## src/hw/brownout_pkg.sv

```systemverilog
////////////////////////////////////////////////////////////////////////////
// Shared constants, enums and the event record of the brownout monitor
// Every design file refers to these by package-scoped names
////////////////////////////////////////////////////////////////////////////
`default_nettype none

package brownout_pkg;

  // Sample and hysteresis widths
  localparam int LEVEL_W = 8;
  localparam int HYST_W  = 4;

  // Wrapping event number width
  localparam int SEQ_W = 4;

  // Event FIFO geometry, depth is a power of two
  localparam int FIFO_DEPTH = 4;
  localparam int FIFO_PTR_W = 2;

  // Request hold after a recovery event is popped
  localparam int HOLD_CYCLES = 8;
  localparam int HOLD_CNT_W  = $clog2(HOLD_CYCLES);
  localparam logic [HOLD_CNT_W-1:0] HOLD_LOAD = HOLD_CNT_W'(HOLD_CYCLES - 1);

  // Detector state
  typedef enum logic {
    MON_NORMAL,
    MON_BROWNOUT
  } mon_state_e;

  // Event opcode
  typedef enum logic {
    EV_BROWNOUT,   // level fell below the base threshold
    EV_RECOVER     // level rose above the raised threshold
  } ev_kind_e;

  // Sequencer state
  typedef enum logic [1:0] {
    SEQ_IDLE,
    SEQ_ACTIVE,
    SEQ_HOLD
  } seq_state_e;

  // One queued event, 13 bits
  typedef struct packed {
    ev_kind_e           kind;
    logic [LEVEL_W-1:0] level;
    logic [SEQ_W-1:0]   seq;
  } brownout_event_t;

endpackage

`default_nettype wire

```

## src/hw/brownout_event_if.sv

```systemverilog
////////////////////////////////////////////////////////////////////////////
// Crossing events from the threshold detector into the event FIFO
// Single-cycle strobe, no back-pressure; every strobe is a push
////////////////////////////////////////////////////////////////////////////
`default_nettype none

interface brownout_event_if;

  // High for one cycle per event
  logic ev_strobe;

  // Event payload, valid while ev_strobe is high
  brownout_pkg::ev_kind_e             ev_kind;
  logic [brownout_pkg::LEVEL_W-1:0]   ev_level;
  logic [brownout_pkg::SEQ_W-1:0]     ev_seq;

  // Detector side
  modport source (
    output ev_strobe,
    output ev_kind,
    output ev_level,
    output ev_seq
  );

  // FIFO side
  modport sink (
    input ev_strobe,
    input ev_kind,
    input ev_level,
    input ev_seq
  );

endinterface

`default_nettype wire

```

## src/hw/threshold_detector.sv

```systemverilog
////////////////////////////////////////////////////////////////////////////
// Adaptive-threshold comparator with hysteresis
// Tracks normal/brownout state per sample and emits an event per change
////////////////////////////////////////////////////////////////////////////
`default_nettype none

module threshold_detector (
  input  logic                               clk,
  input  logic                               reset_trigger,
  input  logic                               sample_strobe,
  input  logic [brownout_pkg::LEVEL_W-1:0]   signal_level,
  input  logic [brownout_pkg::LEVEL_W-1:0]   base_threshold,
  input  logic [brownout_pkg::HYST_W-1:0]    hysteresis,
  output logic [brownout_pkg::LEVEL_W-1:0]   threshold,
  brownout_event_if.source                   ev
);

  brownout_pkg::mon_state_e              state;
  brownout_pkg::mon_state_e              state_next;
  logic [brownout_pkg::LEVEL_W:0]        raised_sum;
  logic [brownout_pkg::LEVEL_W-1:0]      raised_thr;
  logic                                  falling;
  logic                                  rising;

  // Base plus hysteresis, one extra bit for the carry
  assign raised_sum = {1'b0, base_threshold} +
                      {{(brownout_pkg::LEVEL_W + 1 - brownout_pkg::HYST_W){1'b0}},
                       hysteresis};

  // Saturate at full scale
  assign raised_thr = raised_sum[brownout_pkg::LEVEL_W] ? '1 :
                      raised_sum[brownout_pkg::LEVEL_W-1:0];

  // Crossing tests against the threshold of the current state
  assign falling = (state == brownout_pkg::MON_NORMAL) &&
                   (signal_level < base_threshold);
  assign rising  = (state == brownout_pkg::MON_BROWNOUT) &&
                   (signal_level > raised_thr);

  always_comb begin
    state_next = state;
    if (falling) begin
      state_next = brownout_pkg::MON_BROWNOUT;
    end else if (rising) begin
      state_next = brownout_pkg::MON_NORMAL;
    end
  end

  //////////////////////////////////////////////////////////////////////////
  // State, threshold and event control
  //////////////////////////////////////////////////////////////////////////
  always_ff @(posedge clk) begin
    if (reset_trigger) begin
      state        <= brownout_pkg::MON_NORMAL;
      threshold    <= '0;
      ev.ev_strobe <= 1'b0;
      ev.ev_seq    <= '0;
    end else begin
      // Strobe lasts one cycle
      ev.ev_strobe <= 1'b0;
      if (sample_strobe) begin
        state <= state_next;
        // Active threshold of the state just entered
        threshold <= (state_next == brownout_pkg::MON_BROWNOUT) ? raised_thr
                                                                : base_threshold;
        if (falling || rising) begin
          ev.ev_strobe <= 1'b1;
          // Counter doubles as the event number, wraps at 16
          ev.ev_seq    <= ev.ev_seq + 1'b1;
        end
      end
    end
  end

  // Event payload, only meaningful alongside the strobe
  always_ff @(posedge clk) begin
    if (sample_strobe && (falling || rising)) begin
      ev.ev_kind  <= falling ? brownout_pkg::EV_BROWNOUT : brownout_pkg::EV_RECOVER;
      ev.ev_level <= signal_level;
    end
  end

endmodule

`default_nettype wire

```

## src/hw/event_fifo.sv

```systemverilog
////////////////////////////////////////////////////////////////////////////
// Small circular FIFO for crossing events, with a sticky overflow flag
// Pushes come from the event interface; the sequencer pops from head
////////////////////////////////////////////////////////////////////////////
`default_nettype none

module event_fifo (
  input  logic                           clk,
  input  logic                           reset_trigger,
  brownout_event_if.sink                 ev,
  input  logic                           pop,
  output logic                           empty,
  output brownout_pkg::brownout_event_t  head,
  output logic                           overflow
);

  // Storage, no reset needed
  brownout_pkg::brownout_event_t         mem [brownout_pkg::FIFO_DEPTH];

  logic [brownout_pkg::FIFO_PTR_W-1:0]   wr_ptr;
  logic [brownout_pkg::FIFO_PTR_W-1:0]   rd_ptr;
  logic [brownout_pkg::FIFO_PTR_W:0]     count;
  logic                                  full;
  logic                                  do_push;
  logic                                  do_pop;

  // Count never exceeds depth, so its top bit means full
  assign full    = count[brownout_pkg::FIFO_PTR_W];
  assign empty   = (count == '0);
  assign do_push = ev.ev_strobe && !full;
  // Pop while empty is ignored
  assign do_pop  = pop && !empty;

  // Oldest entry always visible
  assign head = mem[rd_ptr];

  always_ff @(posedge clk) begin
    if (do_push) begin
      mem[wr_ptr] <= '{kind: ev.ev_kind, level: ev.ev_level, seq: ev.ev_seq};
    end
  end

  //////////////////////////////////////////////////////////////////////////
  // Pointers, occupancy and overflow
  //////////////////////////////////////////////////////////////////////////
  always_ff @(posedge clk) begin
    if (reset_trigger) begin
      wr_ptr   <= '0;
      rd_ptr   <= '0;
      count    <= '0;
      overflow <= 1'b0;
    end else begin
      // Pointers wrap naturally at the power-of-two depth
      if (do_push) begin
        wr_ptr <= wr_ptr + 1'b1;
      end
      if (do_pop) begin
        rd_ptr <= rd_ptr + 1'b1;
      end
      // Simultaneous push and pop leaves the count alone
      case ({do_push, do_pop})
        2'b10:   count <= count + 1'b1;
        2'b01:   count <= count - 1'b1;
        default: count <= count;
      endcase
      // Dropped push, sticky until reset
      if (ev.ev_strobe && full) begin
        overflow <= 1'b1;
      end
    end
  end

endmodule

`default_nettype wire

```

## src/hw/reset_sequencer.sv

```systemverilog
////////////////////////////////////////////////////////////////////////////
// Turns queued brownout/recovery events into the outgoing reset request
// Recovery keeps the request up for a fixed hold before release
////////////////////////////////////////////////////////////////////////////
`default_nettype none

module reset_sequencer (
  input  logic                            clk,
  input  logic                            reset_trigger,
  input  logic                            empty,
  input  brownout_pkg::brownout_event_t   head,
  output logic                            pop,
  output logic                            reset_req,
  output logic [brownout_pkg::SEQ_W-1:0]  last_event_seq
);

  brownout_pkg::seq_state_e               state;
  logic [brownout_pkg::HOLD_CNT_W-1:0]    hold_cnt;

  // Drain whenever something is queued, except while holding
  assign pop = !empty && (state != brownout_pkg::SEQ_HOLD);

  //////////////////////////////////////////////////////////////////////////
  // Sequencer FSM
  //////////////////////////////////////////////////////////////////////////
  always_ff @(posedge clk) begin
    if (reset_trigger) begin
      state          <= brownout_pkg::SEQ_IDLE;
      hold_cnt       <= '0;
      reset_req      <= 1'b0;
      last_event_seq <= '0;
    end else begin
      case (state)
        brownout_pkg::SEQ_IDLE,
        brownout_pkg::SEQ_ACTIVE: begin
          if (pop) begin
            last_event_seq <= head.seq;
            if (head.kind == brownout_pkg::EV_BROWNOUT) begin
              // Raise request on the next edge
              state     <= brownout_pkg::SEQ_ACTIVE;
              reset_req <= 1'b1;
            end else begin
              // Request level untouched here, released after the hold
              state    <= brownout_pkg::SEQ_HOLD;
              hold_cnt <= brownout_pkg::HOLD_LOAD;
            end
          end
        end

        brownout_pkg::SEQ_HOLD: begin
          // HOLD_CYCLES cycles in this state, then release
          if (hold_cnt == '0) begin
            state     <= brownout_pkg::SEQ_IDLE;
            reset_req <= 1'b0;
          end else begin
            hold_cnt <= hold_cnt - 1'b1;
          end
        end

        default: begin
          state     <= brownout_pkg::SEQ_IDLE;
          reset_req <= 1'b0;
        end
      endcase
    end
  end

endmodule

`default_nettype wire

```

## src/hw/brownout_monitor_top.sv

```systemverilog
////////////////////////////////////////////////////////////////////////////
// Brownout monitor top: detector, event FIFO and reset sequencer
// Plain ports only; the detector-to-FIFO link runs over the event interface
////////////////////////////////////////////////////////////////////////////
`default_nettype none

module brownout_monitor_top (
  input  logic                              clk,
  input  logic                              reset_trigger,
  input  logic                              sample_strobe,
  input  logic [brownout_pkg::LEVEL_W-1:0]  signal_level,
  input  logic [brownout_pkg::LEVEL_W-1:0]  base_threshold,
  input  logic [brownout_pkg::HYST_W-1:0]   hysteresis,
  output logic [brownout_pkg::LEVEL_W-1:0]  threshold,
  output logic                              reset_req,
  output logic                              overflow,
  output logic [brownout_pkg::SEQ_W-1:0]    last_event_seq
);

  // FIFO to sequencer link
  logic                           pop;
  logic                           empty;
  brownout_pkg::brownout_event_t  head;

  // Detector to FIFO events
  brownout_event_if ev_if ();

  threshold_detector i_threshold_detector (
    .clk            (clk),
    .reset_trigger  (reset_trigger),
    .sample_strobe  (sample_strobe),
    .signal_level   (signal_level),
    .base_threshold (base_threshold),
    .hysteresis     (hysteresis),
    .threshold      (threshold),
    .ev             (ev_if.source)
  );

  event_fifo i_event_fifo (
    .clk           (clk),
    .reset_trigger (reset_trigger),
    .ev            (ev_if.sink),
    .pop           (pop),
    .empty         (empty),
    .head          (head),
    .overflow      (overflow)
  );

  reset_sequencer i_reset_sequencer (
    .clk            (clk),
    .reset_trigger  (reset_trigger),
    .empty          (empty),
    .head           (head),
    .pop            (pop),
    .reset_req      (reset_req),
    .last_event_seq (last_event_seq)
  );

endmodule

`default_nettype wire

```

## config.mk

```make
export PLATFORM = sky130hd
export DESIGN_NAME = brownout_monitor_top
export DESIGN_NICKNAME = d
export VERILOG_FILES = /design/src/hw/brownout_pkg.sv /design/src/hw/brownout_event_if.sv /design/src/hw/threshold_detector.sv /design/src/hw/event_fifo.sv /design/src/hw/reset_sequencer.sv /design/src/hw/brownout_monitor_top.sv
export SDC_FILE = /design/constraint.sdc
export NUM_CORES = 1
export LEC_CHECK = 0
export BUFFER_PORTS_ARGS = -buffer_cell sky130_fd_sc_hd__buf_2
export CAP_MARGIN = 30
export CORE_MARGIN = 10
export CORE_UTILIZATION = 25
export DETAILED_ROUTE_END_ITERATION = 8
export GPL_TIMING_DRIVEN = 1
export MAX_ROUTING_LAYER = met4
export PLACE_DENSITY_LB_ADDON = 0.08
export SLEW_MARGIN = 20
export SYNTH_ARGS = -nofsm -noshare
export SYNTH_HDL_FRONTEND = slang
export SYNTH_SLANG_ARGS = --single-unit
export TNS_END_PERCENT = 20
```

## constraint.sdc

```tcl
create_clock -name clk -period 5.1 [get_ports clk]
set_clock_uncertainty 0.15 [all_clocks]
set_input_delay 0.255 -clock clk [delete_from_list [all_inputs] [get_ports clk]]
set_output_delay 0.255 -clock clk [all_outputs]
set_load 0.02 [all_outputs]
```

# Word-level counts from Yosys, hierarchy flattened
# Memories as Yosys holds them, arrays and structs flattened. A register that Yosys moved wholly into a read port is not among the register bits.
# Index checks and enable logic that the tools add are counted.
[totals] register_bits=41 ram_bits=52 inputBits=23 elab_cells=81 memories=1
[memory_table] name="i_event_fifo.mem" depth=4 word_bits=13 rd=1 rd_clocked_by_memory_dff=1 wr=1 line_no="event_fifo.sv:18" rtl="brownout_pkg::brownout_event_t mem [brownout_pkg::FIFO_DEPTH];"
[op_classes] n_addsub=7 n_lt_le_gt_ge=2 eq_ne=10 n_mux=23 bitwise=2 n_reduce_logical=22
[op_table] op="2-to-1 mux 8 bit" n=2
[op_table] op="one-hot mux 3 bit (2 select lines)" n=2
[op_table] op="2-to-1 mux 2 bit" n=5
[op_table] op="adder 8 x 4 -> 9 bit" n=1
[op_table] op="2-to-1 mux 1 bit" n=9
[op_table] op="2-to-1 mux 3 bit" n=3
[op_table] op="greater-than comparator 8 bit" n=1
[op_table] op="< comparator 8 bit" n=1
[op_table] op="!= test 2 bit, second input constant" n=4
[op_table] op="logical AND 1 bit" n=7
[op_table] op="logical NOT 3 bit" n=2
[op_table] op="AND reduction 2 bit" n=3
[op_table] op="subtractor 3 x 1 -> 3 bit, second input constant" n=2
[op_table] op="adder 2 x 1 -> 2 bit, second input constant" n=2
[op_table] op="adder 4 x 1 -> 4 bit, second input constant" n=1
[op_table] op="equality test 2 x 1 -> 1 bit, second input constant" n=2
[op_table] op="equality test 2 bit, second input constant" n=2
[op_table] op="!= test 2 x 1 -> 1 bit, second input constant" n=2
[op_table] op="one-hot mux 2 bit (2 select lines)" n=1
[op_table] op="AND reduction 4 bit" n=1
[op_table] op="nonzero test 2 bit" n=2
[op_table] op="OR reduction 2 bit" n=2
[op_table] op="adder 3 x 1 -> 3 bit, second input constant" n=1
[op_table] op="AND reduction 3 bit" n=1
[op_table] op="other kinds (5)" n=7

# Logic depth before layout (Yosys ltp)
[logic_depth] ltp_word=7 depth_mapped=15 ltp_nobuf=14

# By module
# Synthesis repeated with hierarchy kept, for this count alone.
[unflattened] hier_cells=336 area_unflattened_um2=4395.5
[modules_own_cells] module="event_fifo" n_inst=1 cells_each=121 area_each_um2=2363.5 seq_area_each_um2=1761.7
[modules_own_cells] module="threshold_detector" n_inst=1 cells_each=167 area_each_um2=1615.3 seq_area_each_um2=550.5
[modules_own_cells] module="reset_sequencer" n_inst=1 cells_each=48 area_each_um2=416.6 seq_area_each_um2=200.2

# Least setup slack after synthesis
# No wires, ideal clock.
[synth_timing] path_kind="input to register" from="in base_threshold[0] in the netlist's numbering" to="reg i_threshold_detector.threshold[3] in the netlist's numbering" arrival_time_ns=3.066 t_required_ns=4.828 path_slack_ns=1.762 path_stages=15 cell_sequence="ha_1 > fa_1 > a211oi_2 > nor4_2 > and3_1 > buf_6 > nor2_1 > ha_1 > a211o_1 > o211ai_2 > a32oi_1 > nand3_1 > buf_4 > nor4_1 > a311o_1"
[synth_between] elab_chain_cells=7 word_cells_on_any_way=9
[synth_rtl] item="from (decl)" line_no="brownout_monitor_top.sv:12" rtl="input logic [brownout_pkg::LEVEL_W-1:0] base_threshold,"
[synth_rtl] item="adder 8 x 4 -> 9 bit" line_no="threshold_detector.sv:26" rtl="assign raised_sum = {1'b0, base_threshold} +"
[synth_rtl] item="2-to-1 mux 8 bit" line_no="threshold_detector.sv:31" rtl="assign raised_thr = raised_sum[brownout_pkg::LEVEL_W] ? '1 :"
[synth_rtl] item="greater-than comparator 8 bit" line_no="threshold_detector.sv:38" rtl="(signal_level > raised_thr);"
[synth_rtl] item="logical AND 1 bit" line_no="threshold_detector.sv:37" rtl="assign rising = (state == brownout_pkg::MON_BROWNOUT) &&"
[synth_rtl] item="2-to-1 mux 1 bit" line_no="threshold_detector.sv:44" rtl="end else if (rising) begin"
[synth_rtl] item="2-to-1 mux 1 bit" line_no="threshold_detector.sv:42" rtl="if (falling) begin"
[synth_rtl] item="2-to-1 mux 8 bit *" line_no="threshold_detector.sv:64" rtl="threshold <= (state_next == brownout_pkg::MON_BROWNOUT) ? raised_thr"
[synth_rtl] item="to (signal assigned)" line_no="threshold_detector.sv:64"
[synth_rtl] item="to (decl)" line_no="threshold_detector.sv:14" rtl="output logic [brownout_pkg::LEVEL_W-1:0] threshold,"
# Every way passes the cells marked *; elsewhere a longest branch is shown, timed or not.
# A chain may end at the register's enable or synchronous reset.

# Worst setup path after layout
# Same ends and word-level chain as after synthesis.

==> impl_metrics.tcl <==
set metrics [dict create \
    status "finished, final reports clean" \
    cts-buffers-inserted 5 \
    grt_max_degree 39 \
    cts_hold_buf 0 \
    finalWeightedCongestion 0.8364 \
    dr.pass1.iters 4 \
    intPower_w 0.0008936 \
    hold_path_class "input port to flip-flop" \
    rsz0062_at_grt "no" \
    grt_use_total_pct 8.742 \
    max_freq_mhz 273.7 \
    placed_area_sq_um 3241 \
    cp_top_family "simple AND/OR/NAND/NOR gates" \
    maxCapViolCount 0 \
    dp_cells 447 \
    via_per_inst 4.708 \
    die_x_um 128.4 \
    fin_crit_ns 3.653 \
    worst-setup-path-type "input port to flip-flop" \
    slowest_stage "nand3_1" \
    yosys.area.top_type_share_pct 23.18 \
    hpwl_um 5303 \
    cts_sinks 55 \
    timing.slew.headroom_pct 52.03 \
    p_leak_nw 1.360 \
    cts_resized 0 \
    core_sq_um 11470 \
    ys_warn_count 0 \
    crit_chain "buf_2 > ha_1 > fa_1 > a211oi_2 > nor4_2 > and3_1 > or2_1 > ha_1 > nand4_1 > nor2_1 > a32oi_1 > nand3_1 > and3b_1 > a311o_1" \
    clkTransAtPathRegs_ns 0.07 \
    finalWorstSetupSlack_ns 1.447 \
    pwr_density_cell_nw_per_um2 399.0 \
    htree_levels 2 \
    pin_count 37 \
    stdcell_area_sq_um 3388 \
    grt_pass1_vias 2260 \
    ys_ff_latch 55 \
    portBuffers 36 \
    cts_tree "yes" \
    dr.first_iter.drc_count 93 \
    start_kind "input port" \
    cts_setup_buffers 0 \
    grt_pass1_wl_um 11340 \
    critPathRequiredTime_ns 5.14 \
    grt-ovfl-total 0 \
    antenna_cells 0 \
    p_switching_w 0.0004583 \
    cp_common_cell "ha_1" \
    clk-insertion-delay-late_ns 0.30 \
    avgSynthCellArea_sq_um 10.53 \
    vdd_drop_max_mv 0.2505 \
    p_comb_share_pct 31.2 \
    synthTopCellsByArea "dfxtp_1, edfxtp_1, ha_1, nor2_1, mux4_2" \
    grt_antenna_before_repair 0 \
    fin_tns_setup_ns 0 \
    num_rows 39 \
    initial_core_util_pct 25.61 \
    drt_wl_total_um 6738 \
    arrival_ns 3.69 \
    yosys.area.top_type "dfxtp_1" \
    power.share.clock_pct 25.9 \
    syn_area_sq_um 2937 \
    place_ws_ns 1.110 \
    syn2layout_area_growth_pct 15.38 \
    nFillCells 1208 \
    ys_types 60 \
    syn_nets 331 \
    synthCells 279 \
    nNetsFinal 363 \
    met1_usage_pct 10.27 \
    use_met2_pct 14.09 \
    tightest_slew_ns 0.7195 \
    grtUsageMet3_pct 1.848 \
    synthFlopType "dfxtp_1" \
    grt_most_used_layer "met2" \
    stdcell_count 455 \
    dieHeight_um 128.4 \
    synth_enable_flop_cells 21 \
    seqPwrFrac_pct 42.9 \
    critPathBufInv 1 \
    worst-path-max-fanout 16 \
    clock_path_buffers 2 \
    clock_tree.root_cell "clkbuf_16" \
    slew_viol_final 0 \
    dieArea_sq_um 16480 \
    cpPeakStageDelay_ns 0.46 \
    drc 0 \
    async_flop_share_pct 0 \
    wl_per_cell_um 14.81 \
    vias 2142 \
    drive_above_1_share_pct 20.19 \
    ant_nets 0 \
    setup_violations 0 \
    hold_viol 0 \
    swShare_pct 33.90 \
    whs_ns 0.1490 \
    cp-end-kind "flip-flop" \
    yosysSeqAreaShare_pct 44.65 \
    fin_crit_sh_pct 71.63 \
]
-- worst reg2reg max path, delay by kind of cell (launching register included) --
family	cells	cell delay, ns
AND/OR/NAND/NOR	3	0.71
AO/OA/AOI/OAI	1	0.14
XOR/XNOR	1	0.16
adder cells (fa/ha/maj)	2	0.64
buffers and inverters	1	0.07
flip-flops	1	0.38
-- per-layer routing --
metal,vias to the layer above,share of wire [%]
met1,1018,47
met2,42,48
met3,7,3.6
met4,0,2.1
li1,1075,-
met5,-,0
-- registers in the layout (all words and copies together) (netlist names), named ones only --
name                               count
i_event_fifo.overflow                  1
i_event_fifo.rd_ptr                    2
i_reset_sequencer.hold_cnt             3
i_reset_sequencer.reset_req            1
i_threshold_detector.ev.ev_strobe      1
i_reset_sequencer.last_event_seq       4
i_threshold_detector.threshold         8
i_threshold_detector.state             1
i_event_fifo.mem                      20
i_threshold_detector.ev.ev_seq         4
i_event_fifo.wr_ptr                    2
i_event_fifo.count                     3
i_threshold_detector.ev.ev_kind        1
i_reset_sequencer.state                2
-- cells in the mapped netlist (all sizes together) (3+ instances only) --
library cell and number:
nor2 38, dfxtp 34, ha 27, edfxtp 21
inv 21, a21oi 14, o21ai 11, nand2 10
clkbuf 7, nand4 6, a211oi 5, mux4 5
nor2b 5, nor3 5, xor2 5, a311o 4
and2 4, buf 4, nand3 4, nor4 4
xnor2 4, mux2i 3, nor3b 3, o211ai 3
or3 3
-- power groups by stage --
stage	registers, W	logic [W]	clock network (W)
2_1_floorplan	0.000600	0.000312	0
3_3_place_gp	0.000592	0.000433	0
3_5_place_dp	0.000594	0.000430	0
4_1_cts	0.000583	0.000433	0.000364
5_1_grt	0.000593	0.000482	0.000382
6_report	0.000580	0.000422	0.000350
-- worst paths after layout --
| check | cells past startpoint | startpoint | slack (ns) | to |
|---|---|---|---|---|
| max | 14 | base_threshold[0] | 1.45 | i_threshold_detector.threshold[3] |
| max reg2reg | 8 | i_reset_sequencer.state[1] | 2.78 | i_event_fifo.count[2] |
| min reg2reg | 2 | i_reset_sequencer.hold_cnt[1] | 0.30 | i_reset_sequencer.hold_cnt[1] |
| min | 3 | base_threshold[1] | 0.15 | i_threshold_detector.threshold[1] |
-- per-stage QoR --
step | util, % | power (W)
6_report | 29.55 | 0.001352
5_1_grt | 29.55 | 0.001457
4_1_cts | 29.55 | 0.001380
3_5_place_dp | 28.26 | 0.001024
3_3_place_gp | 28.26 | 0.001025
2_1_floorplan | - | 0.0009124
-- placed cells by master, fill, tap and decap left out, types with 3 or more instances in the layout --
master / instances
nor2_1: 35
buf_2: 36
inv_1: 19
nor3_1: 4
o21ai_0: 9
xor2_1: 5
mux4_2: 5
nor3b_1: 3
nand4_1: 6
edfxtp_1: 21
nand3_1: 4
ha_1: 27
a21oi_1: 14
or3_1: 3
nor2b_1: 5
and2_1: 4
dfxtp_1: 34
xnor2_1: 4
a311o_1: 4
nand2_1: 10
clkbuf_16: 5
mux2i_1: 3
a211oi_2: 3
nor4_1: 3
-- cells by family (layout without fill, tap and decap cells) --
kind of cell / Yosys count / count (layout) / share of synthesized area [%]
AND/OR/NAND/NOR: 89 / 89 / 15.81
AO/OA/AOI/OAI: 55 / 55 / 13.81
flip-flops: 55 / 55 / 44.65
buffers and inverters: 32 / 65 / 4.559
adder cells (fa/ha/maj): 29 / 29 / 12.87
multiplexers: 10 / 10 / 5.624
XOR/XNOR: 9 / 9 / 2.684
-- area by class of cell --
type / count / area (sq um) / area share (%)
Clock buffer: 5 / 125.1 / 3.693
Tap cell: 143 / 178.9 / 5.281
Sequential cell: 55 / 1311 / 38.70
Inverter: 21 / 78.83 / 2.326
Timing Repair Buffer: 36 / 180.2 / 5.318
Multi-Input combinational cell: 192 / 1491 / 44.02
Clock inverter: 3 / 22.52 / 0.6647
(Power assumes the default switching activity.)
